**src/source/conv_consts.svh**
```systemverilog
`ifndef CONV_CONSTS_SVH
`define CONV_CONSTS_SVH

// lanes per beat, must be a power of two for the adder tree
`define CONV_TIN 8

// element width of data and weights
`define CONV_DAT_DW 8

// group accumulator width
`define CONV_ACC_DW 24

// requantization shift field
`define CONV_SHIFT_DW 5

// register port
`define CONV_CSR_AW 2
`define CONV_CSR_DW 32

// register map
`define CONV_REG_CTRL 0
`define CONV_REG_SHIFT 1
`define CONV_REG_ID 2

// identification word, reads back as "CONV"
`define CONV_CORE_ID 32'h434f_4e56

`endif

```
**src/source/conv_pkg.sv**
```systemverilog
package conv_pkg;

`include "conv_consts.svh"

	// one signed element of a beat
	typedef logic signed [`CONV_DAT_DW-1:0] dat_t;

	// all lanes of one beat, lane 0 in the low bits
	typedef logic [`CONV_TIN*`CONV_DAT_DW-1:0] dat_vec_t;

	// running dot product of a group
	typedef logic signed [`CONV_ACC_DW-1:0] acc_t;

	// right shift applied before saturation
	typedef logic [`CONV_SHIFT_DW-1:0] shift_t;

	// register address
	typedef logic [`CONV_CSR_AW-1:0] csr_addr_t;

	// register word
	typedef logic [`CONV_CSR_DW-1:0] csr_data_t;

endpackage

```
**src/source/conv_csr.sv**
```systemverilog
`include "conv_consts.svh"

module conv_csr
	import conv_pkg::*;
(
	input  logic      clk,
	input  logic      rst,

	// register strobe port
	input  logic      csr_wr,
	input  logic      csr_rd,
	input  csr_addr_t csr_addr,
	input  csr_data_t csr_wdata,
	output logic      csr_rd_vld,
	output csr_data_t csr_rdata,

	// configuration to the requantizer
	output logic      relu_en,
	output logic      res_en,
	output shift_t    out_shift
);

	// readback word for the current address
	csr_data_t rd_word;

	// write decode, new values seen on the next cycle
	always_ff @(posedge clk) begin
		if (rst) begin
			relu_en   <= 1'b0;
			res_en    <= 1'b0;
			out_shift <= '0;
		end else if (csr_wr) begin
			case (csr_addr)
				csr_addr_t'(`CONV_REG_CTRL): begin
					relu_en <= csr_wdata[0];
					res_en  <= csr_wdata[1];
				end
				csr_addr_t'(`CONV_REG_SHIFT): begin
					out_shift <= csr_wdata[`CONV_SHIFT_DW-1:0];
				end
				default: begin
					// ID is read only, remaining addresses unused
				end
			endcase
		end
	end

	// read mux, unused bits stay zero
	always_comb begin
		rd_word = '0;
		case (csr_addr)
			csr_addr_t'(`CONV_REG_CTRL): begin
				rd_word[0] = relu_en;
				rd_word[1] = res_en;
			end
			csr_addr_t'(`CONV_REG_SHIFT): begin
				rd_word[`CONV_SHIFT_DW-1:0] = out_shift;
			end
			csr_addr_t'(`CONV_REG_ID): begin
				rd_word = `CONV_CORE_ID;
			end
			default: begin
				rd_word = '0;
			end
		endcase
	end

	// read response one cycle after the strobe
	always_ff @(posedge clk) begin
		if (rst) begin
			csr_rd_vld <= 1'b0;
		end else begin
			csr_rd_vld <= csr_rd;
		end
	end

	always_ff @(posedge clk) begin
		if (csr_rd) begin
			csr_rdata <= rd_word;
		end
	end

endmodule

```
**src/source/conv_mac.sv**
```systemverilog
`include "conv_consts.svh"

module conv_mac
	import conv_pkg::*;
(
	input  logic     clk,
	input  logic     rst,

	// input beats
	input  logic     dat_vld,
	input  dat_vec_t dat,
	input  dat_vec_t wt,
	input  logic     last,
	input  dat_t     res,

	// finished group sums
	output logic     acc_vld,
	output acc_t     acc,
	output dat_t     acc_res
);

	localparam int TIN = `CONV_TIN;
	localparam int DAT_DW = `CONV_DAT_DW;
	localparam int PROD_DW = 2 * DAT_DW;
	// each tree level adds one bit of growth
	localparam int TREE_DW = PROD_DW + $clog2(TIN);

	// stage one, lane products
	logic signed [PROD_DW-1:0] prod_q [TIN];
	logic                      s1_vld;
	logic                      s1_last;
	dat_t                      s1_res;

	// adder tree nodes, heap order with the root at 1
	logic signed [TREE_DW-1:0] tree [1:2*TIN-1];

	// stage two, beat sum
	logic                      s2_vld;
	logic                      s2_last;
	acc_t                      s2_sum;
	dat_t                      s2_res;

	// high while a group has beats but no last yet
	logic                      grp_open;

	// stage one control
	always_ff @(posedge clk) begin
		if (rst) begin
			s1_vld <= 1'b0;
		end else begin
			s1_vld <= dat_vld;
		end
	end

	// signed multiply per lane
	always_ff @(posedge clk) begin
		for (int i = 0; i < TIN; i++) begin
			prod_q[i] <= dat_t'(dat[i*DAT_DW +: DAT_DW])
				* dat_t'(wt[i*DAT_DW +: DAT_DW]);
		end
		s1_last <= last;
		s1_res  <= res;
	end

	// leaves are the products, each node sums its two children
	always_comb begin
		for (int i = 0; i < TIN; i++) begin
			tree[TIN+i] = prod_q[i];
		end
		for (int n = TIN - 1; n >= 1; n--) begin
			tree[n] = tree[2*n] + tree[2*n+1];
		end
	end

	// stage two control
	always_ff @(posedge clk) begin
		if (rst) begin
			s2_vld <= 1'b0;
		end else begin
			s2_vld <= s1_vld;
		end
	end

	// tree root widened to the accumulator
	always_ff @(posedge clk) begin
		s2_sum  <= tree[1];
		s2_last <= s1_last;
		s2_res  <= s1_res;
	end

	// stage three, group tracking and result strobe
	always_ff @(posedge clk) begin
		if (rst) begin
			grp_open <= 1'b0;
			acc_vld  <= 1'b0;
		end else begin
			acc_vld <= s2_vld & s2_last;
			if (s2_vld) begin
				grp_open <= ~s2_last;
			end
		end
	end

	// first beat of a group restarts the sum
	always_ff @(posedge clk) begin
		if (s2_vld) begin
			if (grp_open) begin
				acc <= acc + s2_sum;
			end else begin
				acc <= s2_sum;
			end
		end
		// residual only matters on the closing beat
		if (s2_vld && s2_last) begin
			acc_res <= s2_res;
		end
	end

endmodule

```
**src/source/conv_requant.sv**
```systemverilog
`include "conv_consts.svh"

module conv_requant
	import conv_pkg::*;
(
	input  logic   clk,
	input  logic   rst,

	// group sums from the MAC
	input  logic   acc_vld,
	input  acc_t   acc,
	input  dat_t   acc_res,

	// configuration
	input  logic   relu_en,
	input  logic   res_en,
	input  shift_t out_shift,

	// requantized result
	output logic   out_vld,
	output dat_t   out_dat
);

	// wide enough for the largest rounding bias plus sign
	localparam int WIDE_DW = (1 << `CONV_SHIFT_DW) + 2;

	// saturation limits of a signed element
	localparam logic signed [WIDE_DW-1:0] SAT_MAX = (1 <<< (`CONV_DAT_DW - 1)) - 1;
	localparam logic signed [WIDE_DW-1:0] SAT_MIN = -(1 <<< (`CONV_DAT_DW - 1));

	logic signed [WIDE_DW-1:0] acc_wide;
	logic signed [WIDE_DW-1:0] bias;
	logic signed [WIDE_DW-1:0] shifted;
	logic signed [WIDE_DW-1:0] with_res;
	logic signed [WIDE_DW-1:0] relu_val;
	dat_t                      sat_val;

	always_comb begin
		acc_wide = acc;

		// half an LSB of the output, round half up
		bias = '0;
		if (out_shift != '0) begin
			bias[out_shift - 1'b1] = 1'b1;
		end
		shifted = (acc_wide + bias) >>> out_shift;

		// optional residual
		if (res_en) begin
			with_res = shifted + acc_res;
		end else begin
			with_res = shifted;
		end

		// optional ReLU
		if (relu_en && with_res < 0) begin
			relu_val = '0;
		end else begin
			relu_val = with_res;
		end

		// clamp to the element range
		if (relu_val > SAT_MAX) begin
			sat_val = SAT_MAX[`CONV_DAT_DW-1:0];
		end else if (relu_val < SAT_MIN) begin
			sat_val = SAT_MIN[`CONV_DAT_DW-1:0];
		end else begin
			sat_val = relu_val[`CONV_DAT_DW-1:0];
		end
	end

	always_ff @(posedge clk) begin
		if (rst) begin
			out_vld <= 1'b0;
		end else begin
			out_vld <= acc_vld;
		end
	end

	// result held until the next group
	always_ff @(posedge clk) begin
		if (acc_vld) begin
			out_dat <= sat_val;
		end
	end

endmodule

```
**src/source/conv_core.sv**
```systemverilog
module conv_core
	import conv_pkg::*;
(
	input  logic      clk,
	input  logic      rst,

	// register strobe port
	input  logic      csr_wr,
	input  logic      csr_rd,
	input  csr_addr_t csr_addr,
	input  csr_data_t csr_wdata,
	output logic      csr_rd_vld,
	output csr_data_t csr_rdata,

	// data and weight beats
	input  logic      dat_vld,
	input  dat_vec_t  dat,
	input  dat_vec_t  wt,
	input  logic      last,
	input  dat_t      res,

	// one result per group
	output logic      out_vld,
	output dat_t      out_dat
);

	// configuration from the register block
	logic   relu_en;
	logic   res_en;
	shift_t out_shift;

	// finished sums from the MAC
	logic   acc_vld;
	acc_t   acc;
	dat_t   acc_res;

	// decode
	conv_csr u_csr (
		.clk        (clk),
		.rst        (rst),
		.csr_wr     (csr_wr),
		.csr_rd     (csr_rd),
		.csr_addr   (csr_addr),
		.csr_wdata  (csr_wdata),
		.csr_rd_vld (csr_rd_vld),
		.csr_rdata  (csr_rdata),
		.relu_en    (relu_en),
		.res_en     (res_en),
		.out_shift  (out_shift)
	);

	// execute, three cycles from beat to group sum
	conv_mac u_mac (
		.clk     (clk),
		.rst     (rst),
		.dat_vld (dat_vld),
		.dat     (dat),
		.wt      (wt),
		.last    (last),
		.res     (res),
		.acc_vld (acc_vld),
		.acc     (acc),
		.acc_res (acc_res)
	);

	// result, one more cycle to the output
	conv_requant u_requant (
		.clk       (clk),
		.rst       (rst),
		.acc_vld   (acc_vld),
		.acc       (acc),
		.acc_res   (acc_res),
		.relu_en   (relu_en),
		.res_en    (res_en),
		.out_shift (out_shift),
		.out_vld   (out_vld),
		.out_dat   (out_dat)
	);

endmodule

```
**config.mk**
```make
export PLATFORM = sky130hd
export DESIGN_NAME = conv_core
export DESIGN_NICKNAME = d
export VERILOG_FILES = /design/src/source/conv_pkg.sv /design/src/source/conv_csr.sv /design/src/source/conv_mac.sv /design/src/source/conv_requant.sv /design/src/source/conv_core.sv
export VERILOG_INCLUDE_DIRS = /design/src /design/src/source
export SDC_FILE = /design/constraint.sdc
export NUM_CORES = 2
export LEC_CHECK = 0
export BUFFER_PORTS_ARGS = -buffer_cell sky130_fd_sc_hd__buf_4
export CAP_MARGIN = 20
export CORE_UTILIZATION = 63
export DETAILED_ROUTE_END_ITERATION = 8
export HOLD_SLACK_MARGIN = 0.12
export PLACE_DENSITY_LB_ADDON = 0.08
export RECOVER_POWER = 50
export SETUP_SLACK_MARGIN = 0.3
export SLEW_MARGIN = 20
export SYNTH_ARGS = -nofsm -noshare
export SYNTH_HDL_FRONTEND = slang
export SYNTH_SLANG_ARGS = --single-unit
export TNS_END_PERCENT = 10
```
**constraint.sdc**
```tcl
create_clock -name clk -period 14.7 [get_ports clk]
set_input_delay 1.47 -clock clk [delete_from_list [all_inputs] [get_ports clk]]
set_output_delay 1.47 -clock clk [all_outputs]
set_load 0.1 [all_outputs]
```
# Word level (Yosys, flattened, before mapping)
# Memories as Yosys holds them, arrays and structs flattened.
# Index checks and enable logic that the tools add are counted.
dict set report totals {
  elab_cells 65
  out_inout_bits 42
  mem_count 1
  input_bits 176
  reg_bits 122
  ram_bits 128
}
dict set report op_classes {
  addsub 11
  n_eq_ne 2
  n_mux 10
  n_shift 1
  multipliers 8
  n_lt_le_gt_ge 5
  reduce_logical 7
  bitwise 2
}
# memory words width rd rd_ports_with_merged_regs wr line_no
set mem_list {}
lappend mem_list {u_mac.prod_q 8 16 8 0 8 conv_mac.sv:29} ;# logic signed [PROD_DW-1:0] prod_q [TIN];
# op count
set op_table {}
lappend op_table {{8-bit by 8-bit multiplier with 16-bit output} 8}
lappend op_table {{16-bit by 16-bit adder with 17-bit output} 4}
lappend op_table {{34-bit two-way mux} 2}
lappend op_table {{19-bit adder} 3}
lappend op_table {{24-bit by 33-bit adder with 34-bit output} 1}
lappend op_table {{34-bit by 8-bit adder with 34-bit output} 1}
lappend op_table {{34-bit by 8-bit > comparator with 1-bit output (second input constant)} 1}
lappend op_table {{34-bit by 1-bit less-than comparator with 1-bit output (second input constant)} 1}
lappend op_table {{34-bit by 8-bit less-than comparator with 1-bit output (second input constant)} 1}
lappend op_table {{34-bit by 5-bit >>> shifter with 34-bit output} 1}
lappend op_table {{32-bit two-way mux} 1}
lappend op_table {{26-bit two-way mux} 1}
lappend op_table {{24-bit by 19-bit adder with 24-bit output} 1}
lappend op_table {{24-bit two-way mux} 1}
lappend op_table {{8-bit two-way mux} 1}
lappend op_table {{5-bit by 7-bit less-than comparator with 1-bit output (second input constant)} 1}
lappend op_table {{2-bit case mux with 3 select lines} 1}
lappend op_table {{3-bit case mux with 2 select lines} 1}
lappend op_table {{1-bit demux with 5-bit select} 1}
lappend op_table {{5-bit by 1-bit >= comparator with 1-bit output (second input constant)} 1}
lappend op_table {{5-bit nonzero test} 1}
lappend op_table {{5-bit by 1-bit subtractor with 5-bit output (second input constant)} 1}
lappend op_table {{2-bit AND reduction} 2}
lappend op_table {{1-bit logical AND} 3}
lappend op_table {{other kinds (6)} 6}

# Longest topological paths before layout
dict set report logic_depth {
  word_depth 15
  depth_mapped 38
  ltp_nobuf 33
}

# Hierarchy
# Synthesis repeated with hierarchy kept, for this count alone.
dict set report unflattened {
  cells_unflattened 4413
  hier_area_um2 38237.9
}
# mod cells_each area_per_inst_um2 n_inst seq_area_each_um2
set by_module_without_submodules {}
lappend by_module_without_submodules {conv_mac 3113 29365.7 1 4344.2}
lappend by_module_without_submodules {conv_requant 1219 8035.2 1 260.2}
lappend by_module_without_submodules {conv_csr 81 837.1 1 340.3}

# Worst setup path after synthesis
# No wires, ideal clock.
dict set report synth_timing {
  kind {flip-flop to flip-flop}
  from {register u_csr.out_shift[3]}
  to {register u_requant.out_dat[6] (data pin)}
  slack_ns 6.205
  n_path_buf 7
  synth_period_minus_slack_ns 8.495
  path_stages_with_launch 39
  arrival_ns 8.365
  setup_time_ns 0.131
  required_time_ns 14.569
  cell_sequence {dfxtp_1 clkbuf_1 clkbuf_1 clkbuf_1 buf_1 clkbuf_1 buf_1 nand3_1 nor2_1 ha_1 clkbuf_2 a21o_1 a21o_1 a21oi_1 nor2_1 o21a_1 a211oi_2 xnor2_1 [3 not listed] a21oi_1 o21ai_0 inv_1 ha_1 a211oi_1 nor2_1 o21ai_0 o21ai_0 a21oi_1 o21ai_0 o311a_1 and4_1 nor3_1 nand2_1 a22oi_1 nand3b_1 o41ai_4 a21o_1}
}
dict set report synth_via {
  elab_chain_len 15
  word_cells_on_any_way 18
  classes_between {add/sub: 3; order compare: 5; shift: 1; mux: 6; reduce/logical: 3}
}
# element line_no
set synth_rtl {}
lappend synth_rtl {{start: declaration} conv_csr.sv:20} ;# output shift_t out_shift
lappend synth_rtl {{start signal: assignment} conv_csr.sv:39} ;# out_shift <= csr_wdata[`CONV_SHIFT_DW-1:0];
lappend synth_rtl {{5-bit by 1-bit subtractor with 5-bit output} conv_requant.sv:44} ;# bias[out_shift - 1'b1] = 1'b1;
lappend synth_rtl {{5-bit by 7-bit less-than comparator with 1-bit output (implied by the code) / 5-bit by 1-bit >= comparator with 1-bit output (equally long branches)} conv_requant.sv:44}
lappend synth_rtl {{1-bit logical AND (implied by the code)} conv_requant.sv:44}
lappend synth_rtl {{1-bit two-way mux (implied by the code)} conv_requant.sv:44}
lappend synth_rtl {{1-bit demux with 5-bit select} n/a}
lappend synth_rtl {{32-bit two-way mux} conv_requant.sv:43} ;# if (out_shift != '0) begin
lappend synth_rtl {{24-bit by 33-bit adder with 34-bit output} conv_requant.sv:46} ;# shifted = (acc_wide + bias) >>> out_shift;
lappend synth_rtl {{34-bit by 5-bit >>> shifter with 34-bit output *} conv_requant.sv:46}
lappend synth_rtl {{34-bit by 8-bit adder with 34-bit output} conv_requant.sv:50} ;# with_res = shifted + acc_res;
lappend synth_rtl {{34-bit two-way mux *} conv_requant.sv:49} ;# if (res_en) begin
lappend synth_rtl {{34-bit by 1-bit less-than comparator with 1-bit output} conv_requant.sv:56} ;# if (relu_en && with_res < 0) begin
lappend synth_rtl {{1-bit logical AND} conv_requant.sv:56}
lappend synth_rtl {{34-bit two-way mux *} conv_requant.sv:56}
lappend synth_rtl {{34-bit by 8-bit less-than comparator with 1-bit output} conv_requant.sv:65} ;# end else if (relu_val < SAT_MIN) begin
lappend synth_rtl {{8-bit two-way mux} conv_requant.sv:65}
lappend synth_rtl {{end signal: assignment} conv_requant.sv:83} ;# out_dat <= sat_val;
lappend synth_rtl {{end: declaration} conv_requant.sv:21} ;# output dat_t out_dat
# Mark *: on every way between the ends. The rest lies on a longest branch, timed or not.
# A chain may end at the register's enable or synchronous reset.

# Worst setup path after layout
dict set report layout_timing {
  from {register u_csr.out_shift[3]}
  to {register u_requant.out_dat[2] (data pin)}
}
# The elaborated chain is that of the path after synthesis.

==> parameters.txt <==
Parameter                              Value

Route
  Met3 routed WL ... between 4 and 5 mm
  Highest routed layer ... met4
  Routed met2 length ... 42.7 mm
  Wire length on met1 ... approximately 37 mm
  Routed wire length ... 86.1 mm
  DR pass1 iterations ... 8
  Final routed wire length divided by cell count ... 16.9 µm
  Post-detailed-route DRC marker count ... 0
  Remaining number of nets flagged by the antenna check after routing ... 0
  Vias per std cell ... 5.70
  First-iteration detailed-routing DRC count ... roughly 1800
  Vias ... roughly 29000

Die
  Core Region ... a little under 60000 µm²
  Std cell rows ... between 80 and 90
  Chip width ... between 200 and 250 µm
  Die Footprint ... approximately 60000 µm²
  Effective utilization at floorplan ... around 64%
  Top Ports ... ~220
  Die height ... approximately 250 µm

Synthesis
  Fraction of registers with async set/reset ... 0%
  Number of flops mapped to enable cells by yosys ... 46
  Post-synth cell types ... 103
  Most instantiated cells after synthesis ... inv_1 (681), fa_1 (482), ha_1 (407), and2_1 (313), nand2_1 (312)
  Cell accounting for the most synthesized area ... fa_1
  Synthesized instance count ... approximately 4200
  Yosys reg bits ... between 200 and 250
  Most instantiated flip-flop cell in the synthesis netlist ... dfxtp_1
  Largest cells by area after synthesis ... fa_1 (26%), ha_1 (14%), dfxtp_1 (9.5%)
  Sequential fraction of the synthesis area ... between 10% and 20%
  Top cell type's share of synthesized area ... 25.9%
  Most repeated cell in the gate-level netlist after synthesis ... inv_1
  YS warnings ... 0
  Area of the mapped netlist ... about 37000 µm²
  Avg Synthesized Cell Area ... approximately 8.9 µm²

STA
  Max-slew violation count ... 27
  Hold Violations, Final ... 0
  Skew final ... approximately 26 ps
  Minimum clock period after layout ... between 10000 and 15000 ps
  Least-Margin Pin Slew ... 1520 ps
  Setup repair after global routing missed its margin ... false
  Rel. slew slack ... -1.57%
  Post-route clock period utilization ... between 70% and 80%
  Setup Viol. Count Final ... 0
  Fmax ... 93.7 MHz
  Fin Setup TNS ... 0 ps

CTS
  Buffer type at the clock tree root ... clkbuf_16
  Max Root-Sink Buffers ... 3
  CTS tree ... built
  Clock slew at reported path FFs ... around 60 ps
  CTS H-tree lvls ... 1
  Number of clock sinks seen by CTS ... about 220
  Post-cts repair resize count ... 0
  Quantity of hold-fixing buffers added after cts ... 0
  Clock network latency to the later pin of the worst-skew pair ... roughly 550 ps
  Number of buffers added by the clock tree synthesis step ... 25
  Post-CTS Setup Inserts ... 0

Setup path
  Standard cell with the maximum stage delay on the critical path ... mux2i_1
  Critical path launch point type ... flop
  Largest stage delay on the critical path ... slightly below 700 ps
  CP required ... ~15000 ps
  Startpoint-to-endpoint class of the critical path ... flop to flop
  Maximum fanout encountered on the critical timing path ... 53
  Most repeated library cell on the critical path ... o21ai_0
  Sort of element at the end of the critical path ... flop
  Crit path DAT ... between 10000 and 15000 ps

Hold path
  Path category of the worst min-delay check ... flop to flop

GRT
  Final global-route overflow total ... 0
  Via count of the first global-routing pass ... slightly below 30000
  Global-route total usage across every layer ... ~30%
  First-pass GRT wire length ... 146 mm
  Number of antenna violations at the first check in global routing ... 1
  Pin count of the biggest net entering global routing ... 62

Place
  Number of buffers inserted by port buffering ... around 180
  Gp weighted congestion ... between 0.9 and 1
  HPWL after detailed placement ... a little over 70 mm

Status
  Outcome ... finished, violations left
  Violations in the final reports ... max-capacitance violations, max-slew violations

Flow run
  Max-cap viol count ... 1

Final layout
  Layout fillers ... slightly below 5000
  Share of cells above drive strength 1 ... 6.96%
  Synth-to-layout area growth ... 6.90%
  Final-stage net count ... between 5000 and 6000
[critical path, delay by kind of cell (launching register included)]
family	cells	cell delay (ps)
AO/OA/AOI/OAI	19	5800
XOR/XNOR	1	290
adder cells (fa/ha/maj)	2	590
buffers and inverters	2	380
flip-flops	1	310
multiplexers	1	690
AND/OR/NAND/NOR	7	2290
[stage by stage]
stage	instance area, µm²	setup WS (ps)	hold slack, ps	util [%]	std cells
detailed placement	39200	4300	314	67.3	5057
floorplan	37400	6200	310	-	4208
global placement	39200	4460	312	67.3	5057
global route	39900	3340	337	68.6	5104
CTS	40000	4280	329	68.8	5103
finish	39900	4030	328	68.6	5104
[cell families after synthesis]
logic type | Yosys count | synth area share [%]
AND/OR/NAND/NOR | 1143 | 15.6
adder cells (fa/ha/maj) | 889 | 39.5
AO/OA/AOI/OAI | 821 | 14.9
buffers and inverters | 789 | 8.53
XOR/XNOR | 256 | 6.01
flip-flops | 224 | 13.2
multiplexers | 70 | 2.19
other | 2 | 0.0201
[flip-flops by register name, summed over array words and instances (netlist names), 5 cells and up]
register and cells:
u_requant.out_dat 8, u_mac.prod_q 128, u_mac.acc 24, u_mac.s1_res 8
u_mac.s2_sum 19, u_csr.out_shift 5, u_mac.s2_res 8, u_mac.acc_res 8
u_csr.csr_rdata 6
[path summary, 6_finish.rpt]
kind	from	end	slack (ps)	cells past startpoint
worst max-delay path	u_csr.out_shift[3]$_SDFFE_PP0P_	u_requant.out_dat[2]$_SDFFCE_PN1P_	4030	32
worst max register to register	u_csr.out_shift[3]$_SDFFE_PP0P_	u_requant.out_dat[2]$_SDFFCE_PN1P_	4030	32
worst min-delay path	u_mac.s1_res[7]$_DFF_P_	u_mac.s2_res[7]$_DFF_P_	330	0
worst min register to register	u_mac.s1_res[7]$_DFF_P_	u_mac.s2_res[7]$_DFF_P_	330	0
[per-layer routing]
metal	vias up	global-route usage, %
met5	-	0
met4	0	7.86
met3	144	2.08
met2	777	52.3
met1	14000	39.6
li1	14100	-
[layout make-up]
cell class | instances | area, µm² | share of cell area, %
Antenna cell | 1 | 2.50 | 0.00627
Clock buffer | 29 | 683 | 1.71
Clock inverter | 17 | 161 | 0.405
Inverter | 681 | 2560 | 6.41
Multi-Input combinational cell | 3195 | 29200 | 73.3
Sequential cell | 224 | 4950 | 12.4
Tap cell | 765 | 957 | 2.40
Timing Repair Buffer | 192 | 1340 | 3.36
[cells in the final DEF (no fill, tap or decap), types with 27 or more instances in the layout]
cell type	n
dfxtp_1	174
o211ai_1	27
nand2b_1	69
ha_1	407
o21ai_0	129
a211oi_1	32
clkbuf_16	27
o21bai_1	92
nor2_1	192
o21a_1	29
buf_4	156
nor3_1	47
nand2_1	312
inv_1	681
mux2_2	33
fa_1	482
mux2i_1	31
nor2b_1	35
xor2_1	51
clkbuf_1	29
and2_1	287
nand3_1	59
a21o_1	78
edfxtp_1	46
xnor2_1	205
a21oi_1	229
and2_0	28
Power is left out: the tool's default activity adds up to more than one toggle a clock period on the data nets, which glitch-free logic cannot reach.
